`src/logic/exec_pkg.sv`:
```
package exec_pkg;

	localparam int XLEN = 32;

	typedef logic [XLEN-1:0]   word_t;
	typedef logic [2*XLEN-1:0] acc_t;
	typedef logic [7:0]        alu_ctrl_t;
	typedef logic [4:0]        shamt_t;
	typedef logic [1:0]        hilo_cmd_t;

	localparam hilo_cmd_t HILO_NONE  = 2'd0;
	localparam hilo_cmd_t HILO_WRITE = 2'd1;
	localparam hilo_cmd_t HILO_ADD   = 2'd2;
	localparam hilo_cmd_t HILO_SUB   = 2'd3;

	localparam alu_ctrl_t NOP_CONTROL   = 8'd0;
	localparam alu_ctrl_t AND_CONTROL   = 8'd1;
	localparam alu_ctrl_t OR_CONTROL    = 8'd2;
	localparam alu_ctrl_t XOR_CONTROL   = 8'd3;
	localparam alu_ctrl_t NOR_CONTROL   = 8'd4;
	localparam alu_ctrl_t ADD_CONTROL   = 8'd5;
	localparam alu_ctrl_t SUB_CONTROL   = 8'd6;
	localparam alu_ctrl_t ADDU_CONTROL  = 8'd7;
	localparam alu_ctrl_t SUBU_CONTROL  = 8'd8;
	localparam alu_ctrl_t SLT_CONTROL   = 8'd9;
	localparam alu_ctrl_t SLTU_CONTROL  = 8'd10;
	localparam alu_ctrl_t LUI_CONTROL   = 8'd11;
	localparam alu_ctrl_t SLL_CONTROL   = 8'd12;
	localparam alu_ctrl_t SRL_CONTROL   = 8'd13;
	localparam alu_ctrl_t SRA_CONTROL   = 8'd14;
	localparam alu_ctrl_t SLLV_CONTROL  = 8'd15;
	localparam alu_ctrl_t SRLV_CONTROL  = 8'd16;
	localparam alu_ctrl_t SRAV_CONTROL  = 8'd17;
	localparam alu_ctrl_t ROTR_CONTROL  = 8'd18;
	localparam alu_ctrl_t ROTRV_CONTROL = 8'd19;
	localparam alu_ctrl_t CLO_CONTROL   = 8'd20;
	localparam alu_ctrl_t CLZ_CONTROL   = 8'd21;
	localparam alu_ctrl_t SEB_CONTROL   = 8'd22;
	localparam alu_ctrl_t SEH_CONTROL   = 8'd23;
	localparam alu_ctrl_t WSBH_CONTROL  = 8'd24;
	localparam alu_ctrl_t MOVN_CONTROL  = 8'd25;
	localparam alu_ctrl_t MOVZ_CONTROL  = 8'd26;
	localparam alu_ctrl_t MUL_CONTROL   = 8'd27;
	localparam alu_ctrl_t MULT_CONTROL  = 8'd28;
	localparam alu_ctrl_t MULTU_CONTROL = 8'd29;
	localparam alu_ctrl_t MADD_CONTROL  = 8'd30;
	localparam alu_ctrl_t MADDU_CONTROL = 8'd31;
	localparam alu_ctrl_t MSUB_CONTROL  = 8'd32;
	localparam alu_ctrl_t MSUBU_CONTROL = 8'd33;
	localparam alu_ctrl_t MFHI_CONTROL  = 8'd34;
	localparam alu_ctrl_t MFLO_CONTROL  = 8'd35;
	localparam alu_ctrl_t MTHI_CONTROL  = 8'd36;
	localparam alu_ctrl_t MTLO_CONTROL  = 8'd37;
	localparam alu_ctrl_t TEQ_CONTROL   = 8'd38;
	localparam alu_ctrl_t TGE_CONTROL   = 8'd39;
	localparam alu_ctrl_t TGEU_CONTROL  = 8'd40;
	localparam alu_ctrl_t TLT_CONTROL   = 8'd41;
	localparam alu_ctrl_t TLTU_CONTROL  = 8'd42;
	localparam alu_ctrl_t TNE_CONTROL   = 8'd43;
	localparam alu_ctrl_t TEQI_CONTROL  = 8'd44;
	localparam alu_ctrl_t TGEI_CONTROL  = 8'd45;
	localparam alu_ctrl_t TGEIU_CONTROL = 8'd46;
	localparam alu_ctrl_t TLTI_CONTROL  = 8'd47;
	localparam alu_ctrl_t TLTIU_CONTROL = 8'd48;
	localparam alu_ctrl_t TNEI_CONTROL  = 8'd49;

endpackage

```
`src/logic/hilo_unit.sv`:
```
module hilo_unit
	import exec_pkg::*;
(
	input  logic      clk,
	input  logic      rst,
	input  hilo_cmd_t hilo_cmd,
	input  acc_t      hilo_val,
	output word_t     hi,
	output word_t     lo
);
	acc_t acc;

	always_ff @(posedge clk) begin
		if (rst) begin
			acc <= '0;
		end else begin
			case (hilo_cmd)
				HILO_WRITE: acc <= hilo_val;
				HILO_ADD:   acc <= acc + hilo_val;
				HILO_SUB:   acc <= acc - hilo_val;
				default:    acc <= acc;
			endcase
		end
	end

	assign hi = acc[2*XLEN-1:XLEN];
	assign lo = acc[XLEN-1:0];
endmodule

```
`config.mk`:
```
export PLATFORM = sky130hd
export DESIGN_NAME = hilo_unit
export DESIGN_NICKNAME = d
export VERILOG_FILES = /design/src/logic/exec_pkg.sv /design/src/logic/hilo_unit.sv
export SDC_FILE = /design/constraint.sdc
export NUM_CORES = 1
export LEC_CHECK = 0
export BUFFER_PORTS_ARGS = -buffer_cell sky130_fd_sc_hd__buf_2
export CAP_MARGIN = 25
export CORE_MARGIN = 4
export CORE_UTILIZATION = 45
export CTS_BUF_LIST = sky130_fd_sc_hd__clkbuf_4 sky130_fd_sc_hd__clkbuf_8
export DETAILED_ROUTE_END_ITERATION = 6
export GPL_ROUTABILITY_DRIVEN = 0
export HOLD_SLACK_MARGIN = 0.08
export MAX_ROUTING_LAYER = met4
export PLACE_DENSITY = 0.67
export SLEW_MARGIN = 5
export SYNTH_ARGS = -nofsm -noshare
export SYNTH_HDL_FRONTEND = slang
export SYNTH_SLANG_ARGS = --single-unit
```
`constraint.sdc`:
```
create_clock -name clk -period 11.45 [get_ports clk]
set_input_delay 2.29 -clock clk [delete_from_list [all_inputs] [get_ports clk]]
set_output_delay 2.29 -clock clk [all_outputs]
set_load 0.005 [all_outputs]
```
==> impl_metrics.sql, run 1 <==
INSERT INTO impl_metrics (metric_group, metric, value, unit) VALUES
('run_status', 'run_status', 'finished clean', ''),
('cells_and_area', 'fin_util', '0.5138', ''),
('die', 'die_x', '140.9', 'um'),
('setup_path', 'reg2reg_depth', '13', ''),
('cells_and_area', 'nets', '1266', ''),
('setup_path', 'worst_setup_path_start_kind', 'input pin', ''),
('timing', 'max_slew_margin', '0.2997', ''),
('die', 'core', '0.01730', 'mm2'),
('drt', 'vias', '8531', ''),
('timing', 'timing_max_transition_violations_final', '0', ''),
('synthesis', 'synth-seq-cells', '64', ''),
('synthesis', 'post-synth-top-count-cell', 'sky130_fd_sc_hd__a211oi_1', ''),
('timing', 'total_of_endpoints_with_negative_setup_slack_in_the_final_report', '0', ''),
('setup_path', 'cp_common_cell', 'sky130_fd_sc_hd__a21o_1', ''),
('power', 'power_per_cell_area', '141.3', 'mW/mm2'),
('drt', 'avgViaCountPerCell', '6.259', ''),
('die', 'placementRows', '48', ''),
('setup_path', 'cp_top_family', 'compound AO/OA/AOI/OAI gates', ''),
('clock_tree', 'post_cts.resized_instances', '0', ''),
('timing', 'fin_tns_setup', '0', 'ns'),
('synthesis', 'dominantRegCellSynth', 'sky130_fd_sc_hd__dfxtp_1', ''),
('setup_path', 'cp.required', '11.70', 'ns'),
('synthesis', 'synth.top_cells.by_area', 'sky130_fd_sc_hd__dfxtp_1 16%, sky130_fd_sc_hd__ha_1 10%, sky130_fd_sc_hd__a211oi_1 8.9%', ''),
('grt', 'vias_in_the_first_global_route', '8017', ''),
('timing', 'post_route_clock_period_utilization', '0.6476', ''),
('cells_and_area', 'top_regs', 'acc: 64 flops', ''),
('setup_path', 'critical-path-slowest-cell', 'sky130_fd_sc_hd__or4_4', ''),
('cells_and_area', 'largest_reg_flops', '64', ''),
('clock_tree', 'clock_sinks', '64', ''),
('grt', 'grt_antenna_before_repair', '0', ''),
('cells_and_area', 'seqCellArea', '0.001281', 'mm2'),
('setup_path', 'cp_slowest_stage_delay', '0.59', 'ns'),
('setup_path', 'ff2ff_setup_slack', '7.62', 'ns'),
('clock_tree', 'ctsHtreeMaxLevel', '3', ''),
('clock_tree', 'cts_hold_repair.buffers', '0', ''),
('clock_tree', 'post-cts-setup-buffer-count', '0', ''),
('min_path', 'hold_end', 'acc[44]', ''),
('grt', 'global_route_wire_length_before_repair', '41.32', 'mm'),
('synthesis', 'syn-cell-area', '0.007950', 'mm2'),
('timing', 'rsz0062_at_grt', 'no', ''),
('setup_path', 'timing.critical_path.buf_inv', '2', ''),
('die', 'dieArea', '0.01986', 'mm2'),
('timing', 'fin_crit', '7.414', 'ns'),
('synthesis', 'synth_nets', '1191', ''),
('grt', 'grt_usage', '0.2603', ''),
('drt', 'drtAntennaViolNets', '0', ''),
('die', 'effective_utilization_at_floorplan', '0.4596', ''),
('setup_path', 'r2r_end', 'acc[60]', ''),
('cells_and_area', 'insertedDiodeCount', '0', ''),
('drt', 'drtIter0Drc', '814', ''),
('power', 'ir_worst_vdd', '0.00007013', 'V'),
('placed_design', 'detailed_place_hpwl', '19.53', 'mm'),
('drt', 'remaining_drc_errors', '0', ''),
('cells_and_area', 'area_growth_syn_to_layout', '11.79', '%'),
('grt', 'grt_max_degree', '82', ''),
('setup_path', 'worstPathArrival', '7.66', 'ns'),
('clock_tree', 'cts-buffers-inserted', '9', ''),
('die', 'total_i_o_pin_count', '132', ''),
('timing', 'timing.final.hold_violations', '0', ''),
('setup_path', 'timing.critical_path.to_type', 'flop', ''),
('drt', 'post_drt_wl_per_cell', '18.84', 'um'),
('clock_tree', 'cts.clk_slew.worst_paths', '0.08', 'ns'),
('min_path', 'min-delay-start', 'acc[44]', ''),
('setup_path', 'regToRegStartpoint', 'acc[0]', ''),
('synthesis', 'post_synth_num_cell_types', '66', ''),
('timing', 'achievable-frequency', '0.1349', 'GHz'),
('synthesis', 'synth_top_area_share', '0.1612', ''),
('min_path', 'hp-class', 'flop to flop', ''),
('synthesis', 'yosysWarningCount', '0', ''),
('grt', 'global_route.overflow_total', '0', ''),
('setup_path', 'timing_worst_setup_path_type', 'input pin to flop', '');
-- through the flow --
stage / setup WS [ns] / hold WS, ns / instances / total power [W] / area [um2]
6_report: 4.036 / 0.5846 / 1363 / 0.001256 / 8887
5_1_grt: 3.828 / 0.6352 / 1363 / 0.001351 / 8887
4_1_cts: 4.155 / 0.5826 / 1362 / 0.001248 / 8867
3_5_place_dp: 3.752 / 0.5722 / 1346 / 0.001013 / 8647
3_3_place_gp: 3.856 / 0.5623 / 1346 / 0.001011 / 8647
2_1_floorplan: 4.840 / 0.5411 / 1058 / 0.0008134 / 7950
-- cell usage in the layout (no fill, tap or decap), types with 4 or more instances in the layout --
| cell | synthesis | layout |
|---|---|---|
| sky130_fd_sc_hd__o21ai_0 | 48 | 48 |
| sky130_fd_sc_hd__a21boi_0 | 7 | 7 |
| sky130_fd_sc_hd__o21a_1 | 13 | 13 |
| sky130_fd_sc_hd__a211oi_1 | 94 | 94 |
| sky130_fd_sc_hd__or4_1 | 6 | 6 |
| sky130_fd_sc_hd__clkbuf_8 | 0 | 9 |
| sky130_fd_sc_hd__inv_1 | 24 | 24 |
| sky130_fd_sc_hd__xor2_1 | 64 | 64 |
| sky130_fd_sc_hd__nor2_1 | 49 | 49 |
| sky130_fd_sc_hd__o21bai_1 | 16 | 16 |
| sky130_fd_sc_hd__xnor2_1 | 52 | 52 |
| sky130_fd_sc_hd__or4_4 | 4 | 4 |
| sky130_fd_sc_hd__a21oi_1 | 92 | 92 |
| sky130_fd_sc_hd__a21o_1 | 20 | 20 |
| sky130_fd_sc_hd__o31ai_1 | 18 | 18 |
| sky130_fd_sc_hd__or3_1 | 13 | 13 |
| sky130_fd_sc_hd__and2_1 | 9 | 9 |
| sky130_fd_sc_hd__o41ai_1 | 6 | 6 |
| sky130_fd_sc_hd__nand2b_1 | 5 | 5 |
| sky130_fd_sc_hd__ha_1 | 64 | 64 |
| sky130_fd_sc_hd__dfxtp_1 | 64 | 64 |
| sky130_fd_sc_hd__buf_4 | 0 | 6 |
| sky130_fd_sc_hd__buf_2 | 0 | 129 |
| sky130_fd_sc_hd__o22ai_1 | 12 | 12 |
| sky130_fd_sc_hd__a31oi_1 | 11 | 11 |
| sky130_fd_sc_hd__nor2b_1 | 48 | 48 |
| sky130_fd_sc_hd__o32ai_1 | 5 | 5 |
| sky130_fd_sc_hd__nor3_1 | 20 | 20 |
| sky130_fd_sc_hd__nand4_1 | 25 | 25 |
| sky130_fd_sc_hd__nand3_1 | 31 | 31 |
| sky130_fd_sc_hd__nand2_1 | 70 | 69 |
| sky130_fd_sc_hd__and3_1 | 8 | 8 |
| sky130_fd_sc_hd__nor4_1 | 12 | 12 |
| sky130_fd_sc_hd__mux2i_1 | 21 | 21 |
| sky130_fd_sc_hd__or2_2 | 6 | 6 |
-- tightest hold or removal path: cells and delay by family (launching register included) --
| family | cells | cell delay (ns) |
|---|---|---|
| AOI/OAI and AO/OA | 1 | 0.08 |
| DFF | 1 | 0.33 |
| muxes | 1 | 0.12 |
-- metal layers --
metal	global-route usage	share of wire	vias to the layer above
met3	0.04003	0.071	42
met4	0.07445	0.021	0
li1	-	-	4149
met1	0.3409	0.45	4007
met2	0.4176	0.46	333
met5	-	0	-
-- where the power goes --
group	internal [W]	leakage (nW)	switching (W)
registers	0.000262	0.533	0.0000354
clock network	0.000122	0.101	0.000107
logic	0.000296	3.11	0.000433
-- logic make-up after synthesis --
logic type	after synthesis	share of synthesized area
buffers and inverters	96	0.04627
AND/OR/NAND/NOR	317	0.2137
XOR/XNOR	116	0.1278
flip-flops	64	0.1612
multiplexers	21	0.02644
AO/OA/AOI/OAI	379	0.3214
adder cells (fa/ha/maj)	65	0.1032
-- cell type report --
class	count	area share
Clock inverter	7	0.01084
Sequential cell	64	0.1442
Multi-Input combinational cell	898	0.7093
Inverter	24	0.01014
Timing Repair Buffer	136	0.07997
Tap cell	225	0.03168
Clock buffer	9	0.01394
-- worst max path at each step --
stage	start	end	depth (start not counted)
2_1_floorplan	hilo_val[6]	acc[61]	17
3_3_place_gp	hilo_val[6]	acc[63]	19
3_5_place_dp	hilo_val[6]	acc[63]	19
4_1_cts	hilo_val[6]	acc[63]	19
5_1_grt	hilo_val[6]	acc[63]	19
6_report	hilo_val[6]	acc[63]	19
(Power assumes the default switching activity.)
==> run 2: changes to the inputs <==
Clock period 11.45 ns to 7.2 ns, I/O delays scaled along.
==> run 2 against run 1 <==
Wire length down 2.2%. Global-route usage down 0.37 points. Register-to-register slack worse by 4.4 ns. Clock power up 53%. Power up 58%. Via count down 1.1%. Die area unchanged. Design area about the same.
==> impl_metrics.sql, run 2 (synthesized netlist as in run 1, its figures left out) <==
INSERT INTO impl_metrics (metric_group, metric, value, unit) VALUES
('run_status', 'run_status', 'finished clean', ''),
('drt', 'drtAntennaViolNets', '0', ''),
('placed_design', 'detailed_place_hpwl', '19.24', 'mm'),
('timing', 'rsz0062_at_grt', 'no', ''),
('cells_and_area', 'fin_util', '0.5139', ''),
('setup_path', 'crit_path_cell_trace', 'buf_2, or4_4, nor3_1, buf_4, and3_1, nand3_1, nor4_1, a21oi_1, xnor2_1, ha_1, a21o_1, a21o_1, a221oi_1, o31ai_1, a211oi_1, o21ai_1, a21boi_0, and4bb_2, a2111oi_2', ''),
('clock_tree', 'ctsHtreeMaxLevel', '3', ''),
('clock_tree', 'clock_sinks', '64', ''),
('drt', 'vias', '8438', ''),
('grt', 'grt_usage', '0.2566', ''),
('cells_and_area', 'fraction_of_final_layout_cells_sized_beyond_drive_strength_1', '0.1570', ''),
('setup_path', 'worstPathArrival', '6.32', 'ns'),
('cells_and_area', 'top_regs', 'acc: 64 flops', ''),
('power', 'power_per_cell_area', '222.8', 'mW/mm2'),
('timing', 'achievable-frequency', '0.1646', 'GHz'),
('timing', 'worst_pin_slew', '0.9999', 'ns'),
('grt', 'vias_in_the_first_global_route', '7780', ''),
('cells_and_area', 'largest_register', 'acc', ''),
('clock_tree', 'post-cts-setup-buffer-count', '0', ''),
('die', 'dieArea', '0.01986', 'mm2'),
('timing', 'timing.final.hold_violations', '0', ''),
('die', 'placementRows', '48', ''),
('min_path', 'hp-class', 'flop to flop', ''),
('power', 'ir_worst_vdd', '0.00009862', 'V'),
('drt', 'drtIter0Drc', '786', ''),
('placed_design', 'io_buffers', '131', ''),
('power', 'seq_power_share', '0.238', ''),
('setup_path', 'critical_path.max_fanout', '8', ''),
('timing', 'post_route_clock_period_utilization', '0.8438', ''),
('power', 'clockPowerShare', '0.177', ''),
('cells_and_area', 'layoutNonFillerInstCount', '1365', ''),
('grt', 'grt_max_degree', '78', ''),
('timing', 'worst_clock_skew', '0.01681', 'ns'),
('die', 'effective_utilization_at_floorplan', '0.4596', ''),
('setup_path', 'worst_setup_path_start_kind', 'input pin', ''),
('die', 'die_height', '140.9', 'um'),
('power', 'p_leak', '3.764', 'nW'),
('clock_tree', 'cts_max_path_buffers', '2', ''),
('cells_and_area', 'nets', '1268', ''),
('drt', 'drt_first_pass_iters', '5', ''),
('grt', 'groute.layer.met1.usage', '0.3363', ''),
('clock_tree', 'post_cts.resized_instances', '0', ''),
('setup_path', 'critical-path-slowest-cell', 'sky130_fd_sc_hd__or4_4', ''),
('grt', 'global_routing_met2_resource_utilization', '0.4108', ''),
('setup_path', 'cp.required', '7.44', 'ns'),
('grt', 'grt_antenna_before_repair', '0', ''),
('die', 'total_i_o_pin_count', '132', ''),
('setup_path', 'cp_common_cell', 'sky130_fd_sc_hd__a21o_1', ''),
('timing', 'total_of_endpoints_with_negative_setup_slack_in_the_final_report', '0', ''),
('drt', 'avgViaCountPerCell', '6.182', ''),
('die', 'die_x', '140.9', 'um'),
('cells_and_area', 'insertedDiodeCount', '0', ''),
('power', 'switching_share', '0.4568', ''),
('clock_tree', 'worstSkewPairLatency', '0.38', 'ns'),
('power', 'cellInternalPower', '0.001076', 'W'),
('setup_path', 'timing.critical_path.to_type', 'flop', ''),
('drt', 'detail_route.wirelength', '25.10', 'mm'),
('setup_path', 'timing_worst_setup_path_type', 'input pin to flop', ''),
('placed_design', 'dpl.cell_count', '1348', ''),
('clock_tree', 'tritoncts', 'yes', ''),
('clock_tree', 'cts.clk_slew.worst_paths', '0.09', 'ns'),
('flow_run', 'cap_violations', '0', ''),
('timing', 'fin_hold_ws', '0.5713', 'ns'),
('timing', 'fin_tns_setup', '0', 'ns'),
('clock_tree', 'cts_hold_repair.buffers', '0', ''),
('setup_path', 'cp_slowest_stage_delay', '0.59', 'ns'),
('grt', 'grt_util_met3', '0.03494', ''),
('clock_tree', 'clockRootBuffer', 'sky130_fd_sc_hd__clkbuf_8', ''),
('timing', 'timing_max_transition_violations_final', '0', ''),
('power', 'power.net_switching', '0.0009046', 'W'),
('clock_tree', 'cts-buffers-inserted', '9', ''),
('grt', 'global_route_wire_length_before_repair', '40.73', 'mm'),
('timing', 'max_slew_margin', '0.3334', ''),
('drt', 'remaining_drc_errors', '0', ''),
('grt', 'grt.busiest_layer', 'met2', ''),
('power', 'power.share.combinational', '0.585', ''),
('timing', 'timing.final.ws_setup', '1.124', 'ns'),
('cells_and_area', 'area_growth_syn_to_layout', '11.80', '%'),
('timing', 'fin_crit', '6.076', 'ns'),
('die', 'core', '0.01730', 'mm2'),
('drt', 'post_drt_wl_per_cell', '18.39', 'um'),
('cells_and_area', 'layout_commonest_cell', 'sky130_fd_sc_hd__buf_2', ''),
('placed_design', 'pre_cts_ws', '0.7141', 'ns'),
('cells_and_area', 'layout.cells.most_common_list', '129 x sky130_fd_sc_hd__buf_2, 94 x sky130_fd_sc_hd__a211oi_1, 92 x sky130_fd_sc_hd__a21oi_1', ''),
('cells_and_area', 'largest_reg_flops', '64', ''),
('grt', 'global_route.overflow_total', '0', '');
[run 2: critical path: cells and delay by family]
kind | cells | cell delay [ns]
buffers and inverters | 2 | 0.29
adder cells (fa/ha/maj) | 1 | 0.39
XOR/XNOR | 1 | 0.16
AO/OA/AOI/OAI | 9 | 2.12
AND/OR/NAND/NOR | 6 | 1.89
[run 2: metal layers]
layer	up-vias	wire length [um]
li1	4151	-
met1	3916	11170
met2	329	11570
met3	42	1777
met4	0	595
met5	-	0
[run 2: final timing paths]
| path | startpoint | end | slack [ns] | cells after the start |
|---|---|---|---|---|
| setup / recovery | hilo_val[6] | acc[63] | 1.12 | 19 |
| hold / removal | acc[48] | acc[48] | 0.57 | 2 |
| setup reg to reg | acc[0] | acc[38] | 3.20 | 13 |
| hold reg to reg | acc[48] | acc[48] | 0.57 | 2 |
[run 2: per-stage QoR]
stage	total power (W)	area, um2
floorplan	0.001294	7950
global route	0.002131	8889
global placement	0.001609	8662
CTS	0.001968	8869
finish	0.001980	8889
detailed placement	0.001610	8662
[run 2: power groups by stage]
stage               Clock, W  Combinational [W]  Sequential, W
floorplan                  0           0.000823       0.000471
global placement           0            0.00113       0.000479
detailed placement         0            0.00113       0.000479
CTS                 0.000355            0.00114       0.000472
global route        0.000372            0.00128       0.000481
finish              0.000350            0.00116       0.000472
[run 2: cell type report]
class                           count  area (um2)
Fill cell                        1777        8408
Multi-Input combinational cell    898        6304
Sequential cell                    64        1281
Timing Repair Buffer              138       725.7
Tap cell                          225       281.5
Clock buffer                       13       166.4
Inverter                           24       90.09
Clock inverter                      3       40.04
