==> config.mk <==
export PLATFORM = sky130hd
export DESIGN_NAME = decode_stage_flat
export DESIGN_NICKNAME = d
export VERILOG_FILES = /design/src/logic/exec_pkg.sv /design/src/logic/isa_pkg.sv /design/src/logic/exec_if.sv /design/src/logic/decode_stage.sv /design/src/logic/aludec.sv /design/src/logic/maindec.sv /design/src/flat_wrapper.sv
export SDC_FILE = /design/constraint.sdc
export NUM_CORES = 1
export LEC_CHECK = 0
export ABC_AREA = 0
export BUFFER_PORTS_ARGS = -buffer_cell sky130_fd_sc_hd__buf_2
export CORE_UTILIZATION = 49
export DETAILED_ROUTE_END_ITERATION = 12
export GPL_TIMING_DRIVEN = 0
export MAX_ROUTING_LAYER = met4
export PLACE_DENSITY = 0.86
export SETUP_SLACK_MARGIN = 0.4
export SLEW_MARGIN = 20
export SYNTH_ARGS = -nofsm -noshare
export SYNTH_HDL_FRONTEND = slang
export SYNTH_SLANG_ARGS = --single-unit
==> constraint.sdc <==
create_clock -name clk -period 5.5 [get_ports clk]
set_clock_uncertainty 0.1 [all_clocks]
set_input_delay 0.825 -clock clk [delete_from_list [all_inputs] [get_ports clk]]
set_output_delay 0.825 -clock clk [all_outputs]
set_load 0.01 [all_outputs]
==> src/logic/exec_pkg.sv <==
package exec_pkg;

	localparam int XLEN = 32;

	typedef logic [XLEN-1:0]   word_t;
	typedef logic [2*XLEN-1:0] acc_t;
	typedef logic [7:0]        alu_ctrl_t;
	typedef logic [4:0]        shamt_t;
	typedef logic [1:0]        hilo_cmd_t;

	localparam hilo_cmd_t HILO_NONE  = 2'd0;
	localparam hilo_cmd_t HILO_WRITE = 2'd1;
	localparam hilo_cmd_t HILO_ADD   = 2'd2;
	localparam hilo_cmd_t HILO_SUB   = 2'd3;

	localparam alu_ctrl_t NOP_CONTROL   = 8'd0;
	localparam alu_ctrl_t AND_CONTROL   = 8'd1;
	localparam alu_ctrl_t OR_CONTROL    = 8'd2;
	localparam alu_ctrl_t XOR_CONTROL   = 8'd3;
	localparam alu_ctrl_t NOR_CONTROL   = 8'd4;
	localparam alu_ctrl_t ADD_CONTROL   = 8'd5;
	localparam alu_ctrl_t SUB_CONTROL   = 8'd6;
	localparam alu_ctrl_t ADDU_CONTROL  = 8'd7;
	localparam alu_ctrl_t SUBU_CONTROL  = 8'd8;
	localparam alu_ctrl_t SLT_CONTROL   = 8'd9;
	localparam alu_ctrl_t SLTU_CONTROL  = 8'd10;
	localparam alu_ctrl_t LUI_CONTROL   = 8'd11;
	localparam alu_ctrl_t SLL_CONTROL   = 8'd12;
	localparam alu_ctrl_t SRL_CONTROL   = 8'd13;
	localparam alu_ctrl_t SRA_CONTROL   = 8'd14;
	localparam alu_ctrl_t SLLV_CONTROL  = 8'd15;
	localparam alu_ctrl_t SRLV_CONTROL  = 8'd16;
	localparam alu_ctrl_t SRAV_CONTROL  = 8'd17;
	localparam alu_ctrl_t ROTR_CONTROL  = 8'd18;
	localparam alu_ctrl_t ROTRV_CONTROL = 8'd19;
	localparam alu_ctrl_t CLO_CONTROL   = 8'd20;
	localparam alu_ctrl_t CLZ_CONTROL   = 8'd21;
	localparam alu_ctrl_t SEB_CONTROL   = 8'd22;
	localparam alu_ctrl_t SEH_CONTROL   = 8'd23;
	localparam alu_ctrl_t WSBH_CONTROL  = 8'd24;
	localparam alu_ctrl_t MOVN_CONTROL  = 8'd25;
	localparam alu_ctrl_t MOVZ_CONTROL  = 8'd26;
	localparam alu_ctrl_t MUL_CONTROL   = 8'd27;
	localparam alu_ctrl_t MULT_CONTROL  = 8'd28;
	localparam alu_ctrl_t MULTU_CONTROL = 8'd29;
	localparam alu_ctrl_t MADD_CONTROL  = 8'd30;
	localparam alu_ctrl_t MADDU_CONTROL = 8'd31;
	localparam alu_ctrl_t MSUB_CONTROL  = 8'd32;
	localparam alu_ctrl_t MSUBU_CONTROL = 8'd33;
	localparam alu_ctrl_t MFHI_CONTROL  = 8'd34;
	localparam alu_ctrl_t MFLO_CONTROL  = 8'd35;
	localparam alu_ctrl_t MTHI_CONTROL  = 8'd36;
	localparam alu_ctrl_t MTLO_CONTROL  = 8'd37;
	localparam alu_ctrl_t TEQ_CONTROL   = 8'd38;
	localparam alu_ctrl_t TGE_CONTROL   = 8'd39;
	localparam alu_ctrl_t TGEU_CONTROL  = 8'd40;
	localparam alu_ctrl_t TLT_CONTROL   = 8'd41;
	localparam alu_ctrl_t TLTU_CONTROL  = 8'd42;
	localparam alu_ctrl_t TNE_CONTROL   = 8'd43;
	localparam alu_ctrl_t TEQI_CONTROL  = 8'd44;
	localparam alu_ctrl_t TGEI_CONTROL  = 8'd45;
	localparam alu_ctrl_t TGEIU_CONTROL = 8'd46;
	localparam alu_ctrl_t TLTI_CONTROL  = 8'd47;
	localparam alu_ctrl_t TLTIU_CONTROL = 8'd48;
	localparam alu_ctrl_t TNEI_CONTROL  = 8'd49;

endpackage

==> src/logic/isa_pkg.sv <==
package isa_pkg;

	typedef logic [5:0] opcode_t;
	typedef logic [5:0] funct_t;
	typedef logic [5:0] aluop_t;
	typedef logic [4:0] subcode_t;

	typedef enum logic [1:0] {
		IMM_SIGN,
		IMM_ZERO,
		IMM_NONE
	} imm_kind_t;

	// major opcodes
	localparam opcode_t SPECIAL  = 6'b000000;
	localparam opcode_t REGIMM   = 6'b000001;
	localparam opcode_t ADDI     = 6'b001000;
	localparam opcode_t ADDIU    = 6'b001001;
	localparam opcode_t SLTI     = 6'b001010;
	localparam opcode_t SLTIU    = 6'b001011;
	localparam opcode_t ANDI     = 6'b001100;
	localparam opcode_t ORI      = 6'b001101;
	localparam opcode_t XORI     = 6'b001110;
	localparam opcode_t LUI      = 6'b001111;
	localparam opcode_t SPECIAL2 = 6'b011100;
	localparam opcode_t SPECIAL3 = 6'b011111;

	// SPECIAL functs
	localparam funct_t SLL   = 6'b000000;
	localparam funct_t SRL   = 6'b000010;
	localparam funct_t SRA   = 6'b000011;
	localparam funct_t SLLV  = 6'b000100;
	localparam funct_t SRLV  = 6'b000110;
	localparam funct_t SRAV  = 6'b000111;
	localparam funct_t MOVZ  = 6'b001010;
	localparam funct_t MOVN  = 6'b001011;
	localparam funct_t MFHI  = 6'b010000;
	localparam funct_t MTHI  = 6'b010001;
	localparam funct_t MFLO  = 6'b010010;
	localparam funct_t MTLO  = 6'b010011;
	localparam funct_t MULT  = 6'b011000;
	localparam funct_t MULTU = 6'b011001;
	localparam funct_t DIV   = 6'b011010;
	localparam funct_t DIVU  = 6'b011011;
	localparam funct_t ADD   = 6'b100000;
	localparam funct_t ADDU  = 6'b100001;
	localparam funct_t SUB   = 6'b100010;
	localparam funct_t SUBU  = 6'b100011;
	localparam funct_t AND   = 6'b100100;
	localparam funct_t OR    = 6'b100101;
	localparam funct_t XOR   = 6'b100110;
	localparam funct_t NOR   = 6'b100111;
	localparam funct_t SLT   = 6'b101010;
	localparam funct_t SLTU  = 6'b101011;
	localparam funct_t TGE   = 6'b110000;
	localparam funct_t TGEU  = 6'b110001;
	localparam funct_t TLT   = 6'b110010;
	localparam funct_t TLTU  = 6'b110011;
	localparam funct_t TEQ   = 6'b110100;
	localparam funct_t TNE   = 6'b110110;

	// SPECIAL2 functs
	localparam funct_t MADD  = 6'b000000;
	localparam funct_t MADDU = 6'b000001;
	localparam funct_t MUL   = 6'b000010;
	localparam funct_t MSUB  = 6'b000100;
	localparam funct_t MSUBU = 6'b000101;
	localparam funct_t CLZ   = 6'b100000;
	localparam funct_t CLO   = 6'b100001;

	// SPECIAL3, sub-code sits in shamt
	localparam funct_t BSHFL  = 6'b100000;
	localparam subcode_t WSBH = 5'b00010;
	localparam subcode_t SEB  = 5'b10000;
	localparam subcode_t SEH  = 5'b11000;

	// REGIMM rt codes
	localparam subcode_t TGEI  = 5'b01000;
	localparam subcode_t TGEIU = 5'b01001;
	localparam subcode_t TLTI  = 5'b01010;
	localparam subcode_t TLTIU = 5'b01011;
	localparam subcode_t TEQI  = 5'b01100;
	localparam subcode_t TNEI  = 5'b01110;

	// ALU opcode classes
	localparam aluop_t R_TYPE_OP = 6'h00;
	localparam aluop_t ADDI_OP   = 6'h01;
	localparam aluop_t ADDIU_OP  = 6'h02;
	localparam aluop_t SLTI_OP   = 6'h03;
	localparam aluop_t SLTIU_OP  = 6'h04;
	localparam aluop_t ANDI_OP   = 6'h05;
	localparam aluop_t ORI_OP    = 6'h06;
	localparam aluop_t XORI_OP   = 6'h07;
	localparam aluop_t LUI_OP    = 6'h08;
	localparam aluop_t CLO_OP    = 6'h09;
	localparam aluop_t CLZ_OP    = 6'h0a;
	localparam aluop_t SEB_OP    = 6'h0b;
	localparam aluop_t SEH_OP    = 6'h0c;
	localparam aluop_t WSBH_OP   = 6'h0d;
	localparam aluop_t ROTR_OP   = 6'h0e;
	localparam aluop_t ROTRV_OP  = 6'h0f;
	localparam aluop_t MADD_OP   = 6'h10;
	localparam aluop_t MADDU_OP  = 6'h11;
	localparam aluop_t MSUB_OP   = 6'h12;
	localparam aluop_t MSUBU_OP  = 6'h13;
	localparam aluop_t MUL_OP    = 6'h14;
	localparam aluop_t TEQI_OP   = 6'h15;
	localparam aluop_t TGEI_OP   = 6'h16;
	localparam aluop_t TGEIU_OP  = 6'h17;
	localparam aluop_t TLTI_OP   = 6'h18;
	localparam aluop_t TLTIU_OP  = 6'h19;
	localparam aluop_t TNEI_OP   = 6'h1a;
	localparam aluop_t NONE_OP   = 6'h3f;

endpackage
==> src/logic/exec_if.sv <==
interface exec_if
	import exec_pkg::*;
();
	logic      valid;
	alu_ctrl_t ctrl;
	word_t     a;
	// extended immediate already folded in for I-type
	word_t     b;
	shamt_t    shamt;
	logic      uses_imm;

	modport decode (
		output valid,
		output ctrl,
		output a,
		output b,
		output shamt,
		output uses_imm
	);

	modport alu (
		input valid,
		input ctrl,
		input a,
		input b,
		input shamt,
		input uses_imm
	);
endinterface

==> src/logic/decode_stage.sv <==
module decode_stage
	import isa_pkg::*;
	import exec_pkg::*;
(
	input  logic        clk,
	input  logic        rst,
	input  logic        in_valid,
	input  logic [31:0] instr,
	input  word_t       rs_val,
	input  word_t       rt_val,
	exec_if.decode      dx
);
	opcode_t   opcode;
	funct_t    funct;
	subcode_t  rs_code;
	subcode_t  rt_code;
	subcode_t  shamt_code;
	logic [15:0] imm;
	aluop_t    aluop;
	imm_kind_t imm_kind;
	alu_ctrl_t ctrl;
	word_t     b_next;
	logic      field_shift;

	assign opcode = instr[31:26];
	assign rs_code = instr[25:21];
	assign rt_code = instr[20:16];
	assign shamt_code = instr[10:6];
	assign funct = instr[5:0];
	assign imm = instr[15:0];

	maindec u_maindec (
		.opcode     (opcode),
		.funct      (funct),
		.rs_code    (rs_code),
		.rt_code    (rt_code),
		.shamt_code (shamt_code),
		.aluop      (aluop),
		.imm_kind   (imm_kind)
	);

	aludec u_aludec (
		.funct      (funct),
		.aluop      (aluop),
		.alucontrol (ctrl)
	);

	always_comb begin
		case (imm_kind)
			IMM_SIGN: b_next = {{16{imm[15]}}, imm};
			// LUI already lands in the upper half
			IMM_ZERO: b_next = (aluop == LUI_OP) ? {imm, 16'h0000} : {16'h0000, imm};
			default:  b_next = rt_val;
		endcase
	end

	// shift amount taken from the instruction, not from rs
	assign field_shift = (ctrl == SLL_CONTROL) || (ctrl == SRL_CONTROL) ||
		(ctrl == SRA_CONTROL) || (ctrl == ROTR_CONTROL);

	always_ff @(posedge clk) begin
		if (rst)
			dx.valid <= 1'b0;
		else
			dx.valid <= in_valid;
	end

	always_ff @(posedge clk) begin
		dx.ctrl <= ctrl;
		dx.a <= rs_val;
		dx.b <= b_next;
		dx.shamt <= shamt_code;
		dx.uses_imm <= (imm_kind != IMM_NONE) || field_shift;
	end
endmodule

==> src/logic/aludec.sv <==
module aludec
	import isa_pkg::*;
	import exec_pkg::*;
(
	input  funct_t    funct,
	input  aluop_t    aluop,
	output alu_ctrl_t alucontrol
);
	always_comb begin
		case (aluop)
			R_TYPE_OP: begin
				case (funct)
					// logic and arithmetic
					AND:     alucontrol = AND_CONTROL;
					OR:      alucontrol = OR_CONTROL;
					XOR:     alucontrol = XOR_CONTROL;
					NOR:     alucontrol = NOR_CONTROL;
					ADD:     alucontrol = ADD_CONTROL;
					SUB:     alucontrol = SUB_CONTROL;
					ADDU:    alucontrol = ADDU_CONTROL;
					SUBU:    alucontrol = SUBU_CONTROL;
					SLT:     alucontrol = SLT_CONTROL;
					SLTU:    alucontrol = SLTU_CONTROL;
					MULT:    alucontrol = MULT_CONTROL;
					MULTU:   alucontrol = MULTU_CONTROL;
					// shifts
					SLL:     alucontrol = SLL_CONTROL;
					SRL:     alucontrol = SRL_CONTROL;
					SRA:     alucontrol = SRA_CONTROL;
					SLLV:    alucontrol = SLLV_CONTROL;
					SRLV:    alucontrol = SRLV_CONTROL;
					SRAV:    alucontrol = SRAV_CONTROL;
					// hi/lo moves
					MTHI:    alucontrol = MTHI_CONTROL;
					MTLO:    alucontrol = MTLO_CONTROL;
					MFHI:    alucontrol = MFHI_CONTROL;
					MFLO:    alucontrol = MFLO_CONTROL;
					MOVN:    alucontrol = MOVN_CONTROL;
					MOVZ:    alucontrol = MOVZ_CONTROL;
					// register traps
					TEQ:     alucontrol = TEQ_CONTROL;
					TGE:     alucontrol = TGE_CONTROL;
					TGEU:    alucontrol = TGEU_CONTROL;
					TLT:     alucontrol = TLT_CONTROL;
					TLTU:    alucontrol = TLTU_CONTROL;
					TNE:     alucontrol = TNE_CONTROL;
					// no divider, DIV and DIVU fall through
					default: alucontrol = NOP_CONTROL;
				endcase
			end
			ADDI_OP:  alucontrol = ADD_CONTROL;
			ADDIU_OP: alucontrol = ADDU_CONTROL;
			SLTI_OP:  alucontrol = SLT_CONTROL;
			SLTIU_OP: alucontrol = SLTU_CONTROL;
			ANDI_OP:  alucontrol = AND_CONTROL;
			ORI_OP:   alucontrol = OR_CONTROL;
			XORI_OP:  alucontrol = XOR_CONTROL;
			LUI_OP:   alucontrol = LUI_CONTROL;
			CLO_OP:   alucontrol = CLO_CONTROL;
			CLZ_OP:   alucontrol = CLZ_CONTROL;
			SEB_OP:   alucontrol = SEB_CONTROL;
			SEH_OP:   alucontrol = SEH_CONTROL;
			WSBH_OP:  alucontrol = WSBH_CONTROL;
			ROTR_OP:  alucontrol = ROTR_CONTROL;
			ROTRV_OP: alucontrol = ROTRV_CONTROL;
			MADD_OP:  alucontrol = MADD_CONTROL;
			MADDU_OP: alucontrol = MADDU_CONTROL;
			MSUB_OP:  alucontrol = MSUB_CONTROL;
			MSUBU_OP: alucontrol = MSUBU_CONTROL;
			MUL_OP:   alucontrol = MUL_CONTROL;
			TEQI_OP:  alucontrol = TEQI_CONTROL;
			TGEI_OP:  alucontrol = TGEI_CONTROL;
			TGEIU_OP: alucontrol = TGEIU_CONTROL;
			TLTI_OP:  alucontrol = TLTI_CONTROL;
			TLTIU_OP: alucontrol = TLTIU_CONTROL;
			TNEI_OP:  alucontrol = TNEI_CONTROL;
			default:  alucontrol = NOP_CONTROL;
		endcase
	end
endmodule

==> src/logic/maindec.sv <==
module maindec
	import isa_pkg::*;
(
	input  opcode_t    opcode,
	input  funct_t     funct,
	input  subcode_t   rs_code,
	input  subcode_t   rt_code,
	input  subcode_t   shamt_code,
	output aluop_t     aluop,
	output imm_kind_t  imm_kind
);
	always_comb begin
		aluop = NONE_OP;
		imm_kind = IMM_NONE;
		case (opcode)
			SPECIAL: begin
				// rotates hide inside the logical right shifts
				if (funct == SRL && rs_code[0])
					aluop = ROTR_OP;
				else if (funct == SRLV && shamt_code[0])
					aluop = ROTRV_OP;
				else
					aluop = R_TYPE_OP;
			end
			SPECIAL2: begin
				case (funct)
					MADD:    aluop = MADD_OP;
					MADDU:   aluop = MADDU_OP;
					MUL:     aluop = MUL_OP;
					MSUB:    aluop = MSUB_OP;
					MSUBU:   aluop = MSUBU_OP;
					CLZ:     aluop = CLZ_OP;
					CLO:     aluop = CLO_OP;
					default: aluop = NONE_OP;
				endcase
			end
			SPECIAL3: begin
				if (funct == BSHFL) begin
					case (shamt_code)
						SEB:     aluop = SEB_OP;
						SEH:     aluop = SEH_OP;
						WSBH:    aluop = WSBH_OP;
						default: aluop = NONE_OP;
					endcase
				end
			end
			REGIMM: begin
				imm_kind = IMM_SIGN;
				case (rt_code)
					TEQI:    aluop = TEQI_OP;
					TGEI:    aluop = TGEI_OP;
					TGEIU:   aluop = TGEIU_OP;
					TLTI:    aluop = TLTI_OP;
					TLTIU:   aluop = TLTIU_OP;
					TNEI:    aluop = TNEI_OP;
					default: aluop = NONE_OP;
				endcase
			end
			ADDI: begin
				aluop = ADDI_OP;
				imm_kind = IMM_SIGN;
			end
			ADDIU: begin
				aluop = ADDIU_OP;
				imm_kind = IMM_SIGN;
			end
			SLTI: begin
				aluop = SLTI_OP;
				imm_kind = IMM_SIGN;
			end
			SLTIU: begin
				aluop = SLTIU_OP;
				imm_kind = IMM_SIGN;
			end
			ANDI: begin
				aluop = ANDI_OP;
				imm_kind = IMM_ZERO;
			end
			ORI: begin
				aluop = ORI_OP;
				imm_kind = IMM_ZERO;
			end
			XORI: begin
				aluop = XORI_OP;
				imm_kind = IMM_ZERO;
			end
			LUI: begin
				aluop = LUI_OP;
				imm_kind = IMM_ZERO;
			end
			default: aluop = NONE_OP;
		endcase
	end
endmodule

==> src/flat_wrapper.sv <==
// flat-port wrapper written by rule: the top's interface ports become plain ports
module decode_stage_flat import isa_pkg::*; import exec_pkg::*;
  (clk, rst, in_valid, instr, rs_val, rt_val, dx_valid, dx_ctrl, dx_a, dx_b, dx_shamt, dx_uses_imm);
  exec_if dx_i ();
  input  logic clk;
  input  logic rst;
  input  logic in_valid;
  input  logic [31:0] instr;
  input  word_t rs_val;
  input  word_t rt_val;
  output wire logic [$bits(dx_i.valid)-1:0] dx_valid;
  output wire logic [$bits(dx_i.ctrl)-1:0] dx_ctrl;
  output wire logic [$bits(dx_i.a)-1:0] dx_a;
  output wire logic [$bits(dx_i.b)-1:0] dx_b;
  output wire logic [$bits(dx_i.shamt)-1:0] dx_shamt;
  output wire logic [$bits(dx_i.uses_imm)-1:0] dx_uses_imm;
  assign dx_valid = dx_i.valid;
  assign dx_ctrl = dx_i.ctrl;
  assign dx_a = dx_i.a;
  assign dx_b = dx_i.b;
  assign dx_shamt = dx_i.shamt;
  assign dx_uses_imm = dx_i.uses_imm;
  decode_stage u_core (.clk(clk), .rst(rst), .in_valid(in_valid), .instr(instr), .rs_val(rs_val), .rt_val(rt_val), .dx(dx_i));
endmodule
==> summary.md <==
| Metric | Value |
|---|---|
| Avg Inst Size Synth | `9.20 sq um` |
| Post-synthesis sequential area ratio | `0.447` |
| Async set-or-reset flop fraction in the synthesized netlist | `0` |
| CTS tree | `built` |
| Via count | `3711` |
| CP cell instances | `buf_2, clkbuf_1, inv_1, ha_1, and4b_1, o2111a_1, a311oi_2, nand3_1, a2111oi_0, a21oi_1, o211ai_2, nand2_1, a2111o_1, o211ai_1` |
| Hold Path Stages | `1` |
| Row cnt | `30` |
| Min Tclk post-route | `4.30 ns` |
| Root buffer cell | `clkbuf_8` |
| Die Span X | `85.9 microns` |
| Max Cap Viol | `0` |
| Layout cell share with drive strength beyond 1 | `0.366` |
| Post-Syn Area | `3450 sq um` |
| Initial core utilization | `0.508` |
| I/O pins | `178` |
| RSZ-0062 raised after global routing | `false` |
| CTS-repair resized insts | `0` |
| Startpoint types | `input pin` |
| CTS buffer count | `9` |
| CP arrival | `4.46 ns` |
| Area of the core | `6790 sq um` |
| CP max FO | `8` |
| PD cells | `270 nW/um^2` |
| First-pass GRT wire length | `17900 microns` |
| Vias/cell | `5.65` |
| Leakage power | `2.18 nW` |
| Initial DRT Pass Iterations | `5` |
| Post-Synthesis Cells | `375` |
| CP Depth | `14` |
| Residual DRC count | `0` |
| Total GRT Usage | `0.322` |
| Final setup fails | `0` |
| Seq cells post-synth | `77` |
| Top cell type's share of synthesized area | `0.447` |
| Final #Nets | `659` |
| Setup TNS | `0 ns` |
| Final Hold Violating Endpoints | `0` |
| Worst setup margin | `1.20 ns` |
| Slowest CP cell | `a2111oi_0` |
| Post-DRT Antenna Nets | `0` |
| YS warnings | `0` |
| GRT Residual Overflow | `0` |
| # H-tree levels | `3` |
| Status | `complete, no violations` |
| Peak supply drop | `124 uV` |
| Hold_buf cts | `0` |
| CTS max path bufs | `2` |
| Fmax | `0.233 GHz` |
| Top Family by Delay on Critical Path | `compound AO/OA/AOI/OAI gates` |
| Pin count of the biggest net entering global routing | `13` |
| DPL Wire Length | `8570 microns` |
| Yosys top cell by area | `dfxtp_1` |
| Port bufs | `168` |
| DIE HEIGHT | `85.9 microns` |
| Hold path startpoint | `rs_val[23]` |
| Worst Setup End Kind | `register` |
| Layout area overhead | `33.8%` |
| Slowest stage delay, CP | `0.61 ns` |
| Primary FF master, synth | `dfxtp_1` |
| Total routed wirelength | `11600 microns` |
| Crit share post-route | `0.781` |
| Die ar. | `7380 sq um` |
| Post-synth EDFFs | `0` |
| Fin. max-slew vios | `0` |
| Req. time, crit path | `5.66 ns` |
| Worst slack, placed | `0.990 ns` |
| WL per Instance | `17.7 microns` |
| Worst-margin pin slew | `0.801 ns` |
| Crit path buf inv count | `3` |
| Synth top area cells | `dfxtp_1 (45%), a221o_1 (4.6%), nand2_1 (4.6%)` |
| Number of library cell types mapped by synthesis | `70` |
| GP Congestion | `0.971` |
| Setup repair bufs after CTS | `0` |
| Finished Core Util | `0.679` |
| Min-delay worst type | `input pin to register` |
| Clock-pin slew on the worst setup and hold paths | `0.07 ns` |
| Initial antenna violation count | `1` |
| First DRT Iteration DRCs | `242` |
| Clk sinks | `77` |
| Number of global-route vias before repair | `3544` |
| Relative slew slack | `0.462` |
| Kind of critical path | `input pin to register` |
| Beginning of the critical path | `instr[0]` |
[cell families (layout without fill, tap and decap cells)]
| kind of cell | Yosys count | count (layout) | synth area share |
|---|---|---|---|
| other cells | 1 | 3 | 0.00109 |
| fa+ha+maj | 5 | 5 | 0.0181 |
| mux | 7 | 7 | 0.0203 |
| xor+xnor | 5 | 5 | 0.0127 |
| flops | 77 | 77 | 0.447 |
| simple gates | 138 | 138 | 0.222 |
| buf+inv | 37 | 221 | 0.0479 |
| compound gates | 105 | 105 | 0.232 |
[cell usage after synthesis, drive strengths merged (4+ instances only)]
cell type	n
o211ai	8
nand3	14
o21ai	24
buf	12
and3	4
nand4	4
ha	5
nor3b	5
nor2b	8
a21oi	15
nand2b	10
inv	8
a221o	16
dfxtp	77
o22ai	5
clkbuf	17
xnor2	4
mux2i	7
nor3	14
nand2	42
nor2	18
[cells in the final DEF (no fill, tap or decap), drive strengths merged, types with 4 or more instances in the layout]
master	n
a21oi	15
a221o	16
and3	4
buf	180
clkbuf	29
dfxtp	77
ha	5
inv	8
mux2i	7
nand2	42
nand2b	10
nand3	14
nand4	4
nor2	18
nor2b	8
nor3	14
nor3b	5
o211ai	8
o21ai	24
o22ai	5
xnor2	4
[metal layers]
| layer | vias up | global-route usage | part of all wire |
|---|---|---|---|
| li1 | 1745 | - | - |
| met1 | 1715 | 0.337 | 0.38 |
| met2 | 206 | 0.559 | 0.50 |
| met3 | 45 | 0.0683 | 0.070 |
| met4 | 0 | 0.185 | 0.048 |
| met5 | - | - | 0 |
[metrics by stage]
| step | hold WS [ns] | power [mW] | cells | instance area [sq um] |
|---|---|---|---|---|
| floorplan | 0.753 | 0.742 | 376 | 3450 |
| finish | 0.484 | 1.25 | 657 | 4620 |
| global placement | 0.827 | 0.838 | 640 | 4420 |
| detailed placement | 0.829 | 0.844 | 640 | 4420 |
| CTS | 0.479 | 1.25 | 656 | 4610 |
| global route | 0.461 | 1.30 | 657 | 4620 |
[registers in the layout, summed over array words and instances (netlist names)]
register and cells:
u_core.dx.b 32, u_core.dx.ctrl 6, u_core.dx.valid 1, u_core.dx.shamt 5, u_core.dx.a 32, u_core.dx.uses_imm 1
[area by class of cell]
cell class                 count  area [sq um]
sequential                    77          1540
inverter                       8          30.0
fill                         546          2180
buffer                        29           135
antenna                        1          2.50
timing repair buffer         168           841
clock inverter                 4          47.5
multi-input combinational    262          1750
tap                           96           120
clock buffer                  12           145
[path summary, 6_finish.rpt]
kind                            endpoint  slack, ns
worst min-delay path     u_core.dx.a[23]       0.48
worst max-delay path  u_core.dx.uses_imm       1.20
[power breakdown]
group | internal, mW | switching [mW] | total [mW]
sequential | 0.595 | 0.00995 | 0.605
combinational | 0.0992 | 0.135 | 0.234
clock | 0.221 | 0.188 | 0.409
total | 0.915 | 0.333 | 1.25
(Power assumes the default switching activity.)
